===== src/include/ibuf_params.svh =====
`ifndef IBUF_PARAMS_SVH
`define IBUF_PARAMS_SVH

//////////////////////////////////////////////////
// Instruction buffer sizing
//////////////////////////////////////////////////

// Number of stored entries, must be a power of two
`define IBUF_DEPTH    16

// Datapath width of instr, pc, imm and pred_pc
`define IBUF_XLEN     32

// Fetch slots and decode lanes per cycle
`define IBUF_FETCH_W  3
`define IBUF_ISSUE_W  3

// RV32I canonical NOP, addi x0, x0, 0
`define IBUF_NOP      32'h0000_0013

`endif


===== src/ibuf_pkg.sv =====
`default_nettype none

`include "ibuf_params.svh"

package ibuf_pkg;

    //////////////////////////////////////////////////
    // Buffer entry
    //////////////////////////////////////////////////

    // One fetched instruction with its prediction info
    typedef struct packed {
        logic [`IBUF_XLEN-1:0] instr;
        logic [`IBUF_XLEN-1:0] pc;
        logic [`IBUF_XLEN-1:0] imm;
        logic [`IBUF_XLEN-1:0] pred_pc;
        logic                  pred_taken;
    } ibuf_entry_t;

    //////////////////////////////////////////////////
    // Index and mask types
    //////////////////////////////////////////////////

    // Index into the circular store
    typedef logic [$clog2(`IBUF_DEPTH)-1:0] ibuf_ptr_t;

    // Occupancy, 0 to IBUF_DEPTH inclusive
    typedef logic [$clog2(`IBUF_DEPTH):0] ibuf_count_t;

    typedef logic [`IBUF_FETCH_W-1:0] fetch_mask_t;
    typedef logic [`IBUF_ISSUE_W-1:0] lane_mask_t;

    // Entries offered to decode, 0 to IBUF_ISSUE_W
    typedef logic [$clog2(`IBUF_ISSUE_W+1)-1:0] lane_avail_t;

endpackage

`default_nettype wire


===== src/ibuf_issue_align.sv =====
`timescale 1ns/1ns
`default_nettype none

`include "ibuf_params.svh"

module ibuf_issue_align (
    input  ibuf_pkg::lane_mask_t     decode_ready_i,
    input  ibuf_pkg::lane_avail_t    avail_i,
    output ibuf_pkg::lane_mask_t     lane_valid_o,
    output ibuf_pkg::lane_avail_t    lane_offset_o [`IBUF_ISSUE_W]
);

    import ibuf_pkg::*;

    // Running number of lanes granted below the current one
    lane_avail_t granted;

    //////////////////////////////////////////////////
    // Lane grant
    //////////////////////////////////////////////////

    // Walk lanes from 0 upward. A ready lane is granted while
    // entries remain, and it reads the entry right after those
    // handed to the lanes below, so a sparse ready mask such as
    // 101 still takes head and head+1
    always_comb begin
        granted = '0;
        for (int i = 0; i < `IBUF_ISSUE_W; i++) begin
            lane_offset_o[i] = granted;
            lane_valid_o[i]  = decode_ready_i[i] && (granted < avail_i);
            if (lane_valid_o[i]) begin
                granted = granted + 1'b1;
            end
        end
    end

endmodule

`default_nettype wire


===== config.mk =====
export PLATFORM = sky130hd
export DESIGN_NAME = ibuf_issue_align
export DESIGN_NICKNAME = d
export VERILOG_FILES = /design/src/ibuf_pkg.sv /design/src/ibuf_issue_align.sv
export VERILOG_INCLUDE_DIRS = /design/src /design/src/include
export SDC_FILE = /design/constraint.sdc
export NUM_CORES = 1
export LEC_CHECK = 0
export ABC_AREA = 1
export BUFFER_PORTS_ARGS = -buffer_cell sky130_fd_sc_hd__buf_2
export CORE_AREA = 2 2 39 41
export DETAILED_ROUTE_END_ITERATION = 10
export DIE_AREA = 0 0 41 43
export GPL_TIMING_DRIVEN = 0
export RECOVER_POWER = 100
export SLEW_MARGIN = 20
export SYNTH_ARGS = -nofsm -noshare
export SYNTH_HDL_FRONTEND = slang
export SYNTH_SLANG_ARGS = --single-unit

===== constraint.sdc =====
create_clock -name vclk -period 1.4
set_clock_uncertainty 0.15 [all_clocks]
set_input_delay 0 -clock vclk [all_inputs]
set_output_delay 0 -clock vclk [all_outputs]
set_load 0.005 [all_outputs]

==> results.py <==
metrics = {
    "status": {
        "outcome": "finished, final reports clean",
    },
    "final_layout": {
        "diodes": 0,
        "area_growth_syn_to_layout_pct": 72.9,
        "final_nets": 41,
        "flops_and_latches": 0,
        "fin_cells": 48,
        "clock_buffers": 0,
        "multi_input_area_um2": 68.8,
        "layout_common_cells": "buf_2, inv_1, nor2_1, clkbuf_1",
        "fin_util_pct": 13.3,
        "ff_latch_area_um2": 0,
        "drive_above_1_share_pct": 34.4,
        "layout_commonest_cell": "buf_2",
        "fillerInstances": 169,
    },
    "floorplan": {
        "num_io_pins": 14,
        "num_rows": 14,
        "die_area_um2": 1760,
        "die_w_um": 41,
        "coreArea_um2": 1380,
        "initial_core_util_pct": 7.69,
        "fp.dieH_um": 43,
    },
    "synthesis": {
        "synth.area.top_cells": "buf_4, ha_1, inv_1",
        "syn-instance-count": 19,
        "syn_avg_cell_area_um2": 5.60,
        "yosys_warnings": 0,
        "yosysSeqAreaShare_pct": 0,
        "syn_area_um2": 106,
        "synth_top_area_share_pct": 28.2,
        "synth.distinct_cells": 8,
        "synth_top_area_cell": "buf_4",
    },
    "critical_path": {
        "crit_family": "adder cells",
        "cpMaxStageDelayCell": "ha_1",
        "cp-startpoint": "avail_i[0]",
        "crit_end": "lane_valid_o[2]",
        "cp.depth": 7,
        "crit_chain": "buf_2 > o21ai_1 > nor2_1 > ha_1 > ha_1 > a21oi_1 > clkbuf_1",
        "required_ns": 1.25,
        "crit_top_cell": "ha_1",
        "arrival_ns": 1.07,
        "cpPeakStageDelay_ns": 0.27,
        "path_buf_inv": 2,
        "end_kind": "primary output",
        "worstSetupPathType": "input port to primary output",
        "path_max_fanout": 3,
        "worstSetupStartpointType": "input port",
    },
    "timing": {
        "fin_crit_sh_pct": 86.8,
        "setup_viol": 0,
        "setup_ws_ns": 0.184,
        "rsz0062_at_grt": "false",
        "fin_tns_setup_ns": 0,
        "hold_violations": 0,
        "fin_crit_ns": 1.22,
        "timing.fmax_mhz": 823,
        "drv_slew": 0,
    },
    "power_and_ir_drop": {
        "peakVddDrop_mv": 0.0440,
        "power.density_nw_per_um2": 271,
        "p_leak_nw": 0.116,
    },
    "grt": {
        "overflow": 0,
        "grtUsageTotal_pct": 3.90,
        "grt_pass1_vias": 140,
        "grt_pass1_wl_um": 517,
        "antenna_found_initial": 0,
        "grt_max_degree": 5,
    },
    "detailed_routing": {
        "route.detailed.drc": 0,
        "wl_per_cell_um": 6.06,
        "first_pass_iters": 1,
        "initialDrtViolationCount": 0,
        "drt-total-wl_um": 291,
        "postRouteAntennaNets": 0,
        "vias_per_cell": 2.96,
        "vias": 142,
    },
    "placement": {
        "pre_cts_ws_ns": 0.190,
        "dp.cells": 48,
        "gp_congestion": 0.702,
        "port-buffer-count": 11,
    },
    "worst_hold_path": {
        "hp-class": "input port to primary output",
        "hold_path_depth": 4,
    },
    "run": {
        "drv_cap": 0,
    },
    "clocking": {
        "ctsHoldBuffers": 0,
        "ctsResizeCount": 0,
        "cts_setup_buffers": 0,
    },
}
==> power by group <==
group          total [mW]  switching, mW  internal [mW]
combinational      0.0499         0.0244         0.0255
sequential              0              0              0
clock                   0              0              0
total              0.0499         0.0244         0.0255
==> worst min-delay path: stages <==
cell,delay (ns)
buf_2,0.09
nand2_1,0.05
a21oi_1,0.03
clkbuf_1,0.10
==> routing by layer <==
layer  part of all wire (%)  global-route usage [%]  vias to the layer above
li1                       -                       -                       75
met3                    2.7                       0                        0
met4                      0                       0                        0
met1                     29                    3.48                       64
met5                      0                       0                        -
met2                     68                    8.75                        3
==> logic make-up (layout without fill, tap and decap cells) <==
| kind of cell | count (synthesis) | count (layout) | share of synthesized area [%] |
|---|---|---|---|
| other cells | 1 | 3 | 3.53 |
| fa+ha+maj | 2 | 2 | 23.5 |
| compound gates | 2 | 2 | 9.40 |
| buf+inv | 8 | 19 | 42.3 |
| simple gates | 6 | 6 | 21.2 |
==> worst min-delay path by stage <==
stage | start | to | slack [ns]
after floorplan | decode_ready_i[2] | lane_valid_o[2] | -0.07
after global placement | decode_ready_i[2] | lane_valid_o[2] | 0.14
after detailed placement | decode_ready_i[2] | lane_valid_o[2] | 0.15
after CTS | decode_ready_i[2] | lane_valid_o[2] | 0.15
after global routing | decode_ready_i[2] | lane_valid_o[2] | 0.16
final | decode_ready_i[2] | lane_valid_o[2] | 0.13
==> layout make-up <==
class	instances	area share (%)
well taps	16	10.9
repair buffers	11	27.2
inverters	4	8.16
plain buffers	4	16.3
multi-input cells	13	37.4
==> synthesized netlist by cell type <==
cell type / number
nor2_1: 4
a21oi_1: 1
conb_1: 1
buf_4: 4
nand2_1: 2
ha_1: 2
inv_1: 4
o21ai_1: 1
==> through the flow <==
stage	area (um2)	power, mW	hold WS, ns
2_1_floorplan	114	0.0296	-0.0692
3_3_place_gp	189	0.0517	0.145
5_1_grt	184	0.0580	0.155
4_1_cts	189	0.0535	0.151
3_5_place_dp	189	0.0532	0.150
6_report	184	0.0499	0.128
(Power assumes the default switching activity.)
