<file path="config.mk">
export PLATFORM = sky130hd
export DESIGN_NAME = ibuf_ptr_ctrl
export DESIGN_NICKNAME = d
export VERILOG_FILES = /design/src/ibuf_pkg.sv /design/src/ibuf_ptr_ctrl.sv
export VERILOG_INCLUDE_DIRS = /design/src /design/src/include
export SDC_FILE = /design/constraint.sdc
export NUM_CORES = 1
export LEC_CHECK = 0
export ABC_AREA = 1
export BUFFER_PORTS_ARGS = -buffer_cell sky130_fd_sc_hd__buf_2
export CORE_UTILIZATION = 55
export CTS_CLUSTER_DIAMETER = 120
export DETAILED_ROUTE_END_ITERATION = 10
export PLACE_DENSITY = 0.83
export SYNTH_ARGS = -nofsm -noshare
export SYNTH_HDL_FRONTEND = slang
export SYNTH_SLANG_ARGS = --single-unit
</file>
<file path="constraint.sdc">
create_clock -name clk -period 10.1 [get_ports clk]
set_input_delay 1.01 -clock clk [delete_from_list [all_inputs] [get_ports clk]]
set_output_delay 1.01 -clock clk [all_outputs]
set_load 0.01 [all_outputs]
</file>
<file path="src/include/ibuf_params.svh">
`ifndef IBUF_PARAMS_SVH
`define IBUF_PARAMS_SVH

//////////////////////////////////////////////////
// Instruction buffer sizing
//////////////////////////////////////////////////

// Number of stored entries, must be a power of two
`define IBUF_DEPTH    16

// Datapath width of instr, pc, imm and pred_pc
`define IBUF_XLEN     32

// Fetch slots and decode lanes per cycle
`define IBUF_FETCH_W  3
`define IBUF_ISSUE_W  3

// RV32I canonical NOP, addi x0, x0, 0
`define IBUF_NOP      32'h0000_0013

`endif

</file>
<file path="src/ibuf_pkg.sv">
`default_nettype none

`include "ibuf_params.svh"

package ibuf_pkg;

    //////////////////////////////////////////////////
    // Buffer entry
    //////////////////////////////////////////////////

    // One fetched instruction with its prediction info
    typedef struct packed {
        logic [`IBUF_XLEN-1:0] instr;
        logic [`IBUF_XLEN-1:0] pc;
        logic [`IBUF_XLEN-1:0] imm;
        logic [`IBUF_XLEN-1:0] pred_pc;
        logic                  pred_taken;
    } ibuf_entry_t;

    //////////////////////////////////////////////////
    // Index and mask types
    //////////////////////////////////////////////////

    // Index into the circular store
    typedef logic [$clog2(`IBUF_DEPTH)-1:0] ibuf_ptr_t;

    // Occupancy, 0 to IBUF_DEPTH inclusive
    typedef logic [$clog2(`IBUF_DEPTH):0] ibuf_count_t;

    typedef logic [`IBUF_FETCH_W-1:0] fetch_mask_t;
    typedef logic [`IBUF_ISSUE_W-1:0] lane_mask_t;

    // Entries offered to decode, 0 to IBUF_ISSUE_W
    typedef logic [$clog2(`IBUF_ISSUE_W+1)-1:0] lane_avail_t;

endpackage

`default_nettype wire

</file>
<file path="src/ibuf_ptr_ctrl.sv">
`timescale 1ns/1ns
`default_nettype none

`include "ibuf_params.svh"

module ibuf_ptr_ctrl (
    input  wire                      clk,
    input  wire                      reset,
    input  wire                      flush_i,
    input  ibuf_pkg::fetch_mask_t    fetch_valid_i,
    input  ibuf_pkg::lane_mask_t     lane_valid_i,
    output ibuf_pkg::fetch_mask_t    write_en_o,
    output ibuf_pkg::ibuf_ptr_t      tail_ptr_o,
    output ibuf_pkg::ibuf_ptr_t      head_ptr_o,
    output ibuf_pkg::lane_avail_t    avail_o,
    output logic                     fetch_ready_o,
    output ibuf_pkg::ibuf_count_t    count_o,
    output logic                     empty_o,
    output logic                     full_o
);

    import ibuf_pkg::*;

    localparam ibuf_count_t DEPTH_C   = ibuf_count_t'(`IBUF_DEPTH);
    localparam ibuf_count_t FETCH_C   = ibuf_count_t'(`IBUF_FETCH_W);
    localparam ibuf_count_t ISSUE_C   = ibuf_count_t'(`IBUF_ISSUE_W);
    localparam ibuf_count_t FULL_LVL  = DEPTH_C - FETCH_C;

    ibuf_ptr_t   head_ptr;
    ibuf_ptr_t   tail_ptr;
    ibuf_count_t count;

    ibuf_count_t free_space;
    ibuf_count_t num_write;
    ibuf_count_t num_read;

    //////////////////////////////////////////////////
    // Fetch back-pressure
    //////////////////////////////////////////////////

    // Room for a whole bundle is required before accepting any slot
    assign free_space    = DEPTH_C - count;
    assign fetch_ready_o = !flush_i && (free_space >= FETCH_C);
    assign write_en_o    = fetch_ready_o ? fetch_valid_i : '0;

    // Slots written and lanes consumed this cycle
    always_comb begin
        num_write = '0;
        for (int i = 0; i < `IBUF_FETCH_W; i++) begin
            num_write = num_write + ibuf_count_t'(write_en_o[i]);
        end
    end

    always_comb begin
        num_read = '0;
        for (int i = 0; i < `IBUF_ISSUE_W; i++) begin
            num_read = num_read + ibuf_count_t'(lane_valid_i[i]);
        end
    end

    //////////////////////////////////////////////////
    // Decode availability
    //////////////////////////////////////////////////

    // Nothing offered to decode while flushing
    always_comb begin
        if (flush_i) begin
            avail_o = '0;
        end else if (count >= ISSUE_C) begin
            avail_o = lane_avail_t'(ISSUE_C);
        end else begin
            avail_o = lane_avail_t'(count);
        end
    end

    //////////////////////////////////////////////////
    // Pointers and occupancy
    //////////////////////////////////////////////////

    // Pointer wrap comes for free with a power-of-two depth
    always_ff @(posedge clk or negedge reset) begin
        if (!reset) begin
            head_ptr <= '0;
            tail_ptr <= '0;
            count    <= '0;
        end else if (flush_i) begin
            head_ptr <= '0;
            tail_ptr <= '0;
            count    <= '0;
        end else begin
            tail_ptr <= tail_ptr + ibuf_ptr_t'(num_write);
            head_ptr <= head_ptr + ibuf_ptr_t'(num_read);
            count    <= count + num_write - num_read;
        end
    end

    assign tail_ptr_o = tail_ptr;
    assign head_ptr_o = head_ptr;
    assign count_o    = count;

    // Status flags
    assign empty_o = (count == '0);
    assign full_o  = (count >= FULL_LVL);

endmodule

`default_nettype wire

</file>
==> results.sh <==
export IMPL_dieArea_um2=2180
export IMPL_setup_tns_final_ps=0
export IMPL_dr_pass1_iters=4
export IMPL_synth_fp_nets=168
export IMPL_drc=0
export IMPL_overflow=0
export IMPL_dr_first_iter_drc_count=11
export IMPL_ctsHoldBuffers=0
export IMPL_crit_buf_inv=3
export IMPL_yosysSeqAreaShare_pct=29.6
export IMPL_finClkSkew_ps=7.87
export IMPL_n_antenna_cell=0
export IMPL_antenna_found_initial=0
export IMPL_drive_gt1_share_pct=25.6
export IMPL_endpoint="count_o[4]$_DFF_PN0_"
export IMPL_yosysWarnings=0
export IMPL_r2r_end="count_o[4]$_DFF_PN0_"
export IMPL_grt_pass1_wl_um=3480
export IMPL_root_buffer="clkbuf_4"
export IMPL_critPathRequiredTime_ps=10280
export IMPL_htree_num_levels=1
export IMPL_ant_nets=0
export IMPL_syn_inst=136
export IMPL_hpwlAfterDp_um=1860
export IMPL_start_util_pct=60.9
export IMPL_worstSetupStartpoint="count_o[0]$_DFF_PN0_"
export IMPL_ios=30
export IMPL_grt_max_degree=14
export IMPL_cpPeakStageDelay_ps=510
export IMPL_crit_chain="inv_1, ha_1, nand2_1, inv_1, ha_1, nand3_2, nor2_2, nand3_2, nand3_1, fa_1, fa_1, inv_1, fa_1, nand2_1, a21oi_1, nor2_1, nand2_1, nand2_1, nor2_1"
export IMPL_holdWs_ps=589
export IMPL_die_x_um=46.7
export IMPL_r2r_setup_slack_ps=6500
export IMPL_p_leak_uw=0.000788
export IMPL_ctsResizeCount=0
export IMPL_synth_distinct_cells=18
export IMPL_globalRouteTotalUtil_pct=23.7
export IMPL_cp_num_cells=19
export IMPL_syn_area_um2=1100
export IMPL_post_cts_buffers=0
export IMPL_cpMostUsedCell="nand2_1"
export IMPL_hp_class="reg2reg"
export IMPL_clk_insertion_delay_late_ps=280
export IMPL_slew_headroom_pct=80.3
export IMPL_crit_arrival_ps=3770
export IMPL_outcome="complete, no violations"
export IMPL_timing_final_crit_share_pct=35.6
export IMPL_path_class="reg2reg"
export IMPL_grt_pass1_vias=903
export IMPL_worstPathMaxFanout=8
export IMPL_endpoint_kind="flop"
export IMPL_gp_congestion=0.825
export IMPL_clk_pin_slew_ps=80
export IMPL_drv_cap=0
export IMPL_wirelength_um=2140
export IMPL_ys_ff_latch=13
export IMPL_avgRoutedWirePerCell_um=11.1
export IMPL_cts_tree="built"
export IMPL_crit_family="adder cells"
export IMPL_finalMaxSlewViolations=0
export IMPL_area_delta_synth_final_pct=18.1
export IMPL_core_um2=1800
export IMPL_finalSetupViolCount=0
export IMPL_hold_viol_final=0
export IMPL_avgSynthCellArea_um2=8.07
export IMPL_rows=15
export IMPL_place_area_um2=1270
export IMPL_ir_drop_v=0.000182
export IMPL_die_y_um=46.7
export IMPL_cts_sinks=13
export IMPL_p_per_area_nw_per_um2=272
export IMPL_tightest_slew_ps=295
export IMPL_vias=963
export IMPL_port_buffers=29
export IMPL_design_area_um2=1300
export IMPL_slowest_stage="fa_1"
export IMPL_p_total_uw=353
export IMPL_max_freq_mhz=278
export IMPL_fin_crit_ps=3600
export IMPL_r2r_start="count_o[0]$_DFF_PN0_"
export IMPL_cts_buffer_depth=2
export IMPL_r2r_cells=19
export IMPL_final_nets=201
export IMPL_cts_made_buffers=3
export IMPL_vias_per_cell=4.99
export IMPL_worst_setup_path_start_kind="flop"
export IMPL_rsz0062_at_grt="false"
==> cell usage after synthesis <==
master,number,area (µm²)
nand2_2,3,18.8
inv_2,4,15.0
nor2_1,18,67.6
dfrtp_1,13,325
and2_1,1,6.26
clkbuf_1,1,3.75
fa_1,6,120
nand2_1,19,71.3
nand3_2,2,20.0
o21ai_0,1,5.00
nor2_2,2,12.5
nand3_1,8,40.0
nor3_1,2,10.0
inv_1,29,109
a21oi_1,6,30.0
and3_1,2,12.5
ha_1,17,213
xor2_1,2,17.5
==> cell type report <==
type,count,area (µm²)
multi-input combinational,89,644
inverter,33,124
sequential,13,325
clock buffer,4,26.3
fill,168,505
tap,25,31.3
timing repair buffer,29,145
==> layout by cell type, fill, tap and decap left out, types with 2 or more instances in the layout <==
cell / netlist / final
buf_2: 0 / 29
clkbuf_4: 0 / 3
nand2_2: 3 / 3
inv_2: 4 / 4
nor3_1: 2 / 2
inv_1: 29 / 29
and3_1: 2 / 2
dfrtp_1: 13 / 13
fa_1: 6 / 6
nor2_2: 2 / 2
a21oi_1: 6 / 6
nand3_1: 8 / 8
xor2_1: 2 / 2
nor2_1: 18 / 18
ha_1: 17 / 17
nand3_2: 2 / 2
nand2_1: 19 / 19
==> cell families (layout without fill, tap and decap cells) <==
family	after synthesis	count (layout)	synth area share [%]
simple gates	57	57	23.6
buf+inv	34	66	11.6
fa+ha+maj	23	23	30.3
flops	13	13	29.6
compound gates	7	7	3.19
xor+xnor	2	2	1.60
==> per-layer routing <==
layer	vias up	global-route usage, %	share of wire [%]
li1	474	-	-
met1	453	23.9	39
met2	31	47.5	54
met3	5	1.18	4.3
met4	0	12.0	2.0
met5	-	0	0
==> worst min path at each step <==
stage | startpoint | endpoint | slack, ps | cells past startpoint
floorplan | head_ptr_o[2]$_DFF_PN0_ | head_ptr_o[2]$_DFF_PN0_ | 590 | 2
global placement | tail_ptr_o[2]$_DFF_PN0_ | tail_ptr_o[2]$_DFF_PN0_ | 560 | 2
detailed placement | tail_ptr_o[2]$_DFF_PN0_ | tail_ptr_o[2]$_DFF_PN0_ | 570 | 2
CTS | tail_ptr_o[2]$_DFF_PN0_ | tail_ptr_o[2]$_DFF_PN0_ | 590 | 2
global route | reset | count_o[0]$_DFF_PN0_ | 610 | 1
finish | tail_ptr_o[2]$_DFF_PN0_ | tail_ptr_o[2]$_DFF_PN0_ | 590 | 2
==> worst register-to-register path: cells and delay by family (launching register included) <==
| family | cells | cell delay (ps) |
|---|---|---|
| buf+inv | 3 | 200 |
| fa+ha+maj | 5 | 1970 |
| flops | 1 | 490 |
| simple gates | 10 | 780 |
| compound gates | 1 | 70 |
==> where the power goes <==
| group | total, µW | internal (µW) | switching, µW |
|---|---|---|---|
| clock | 32.0 | 15.3 | 16.7 |
| combinational | 234 | 95.1 | 139 |
| sequential | 86.9 | 68.3 | 18.7 |
==> through the flow <==
step	instances	util, %	setup WS (ps)
5_1_grt	193	71.9	6280
3_5_place_dp	189	70.5	6510
6_report	193	71.9	6500
2_1_floorplan	136	-	6690
3_3_place_gp	189	70.5	6560
4_1_cts	193	71.9	6500
==> sequential cells by signal (all words and copies together) (netlist names) <==
signal,count
count_o,5
head_ptr_o,4
tail_ptr_o,4
Note: power is estimated with default switching activity, not from simulation.
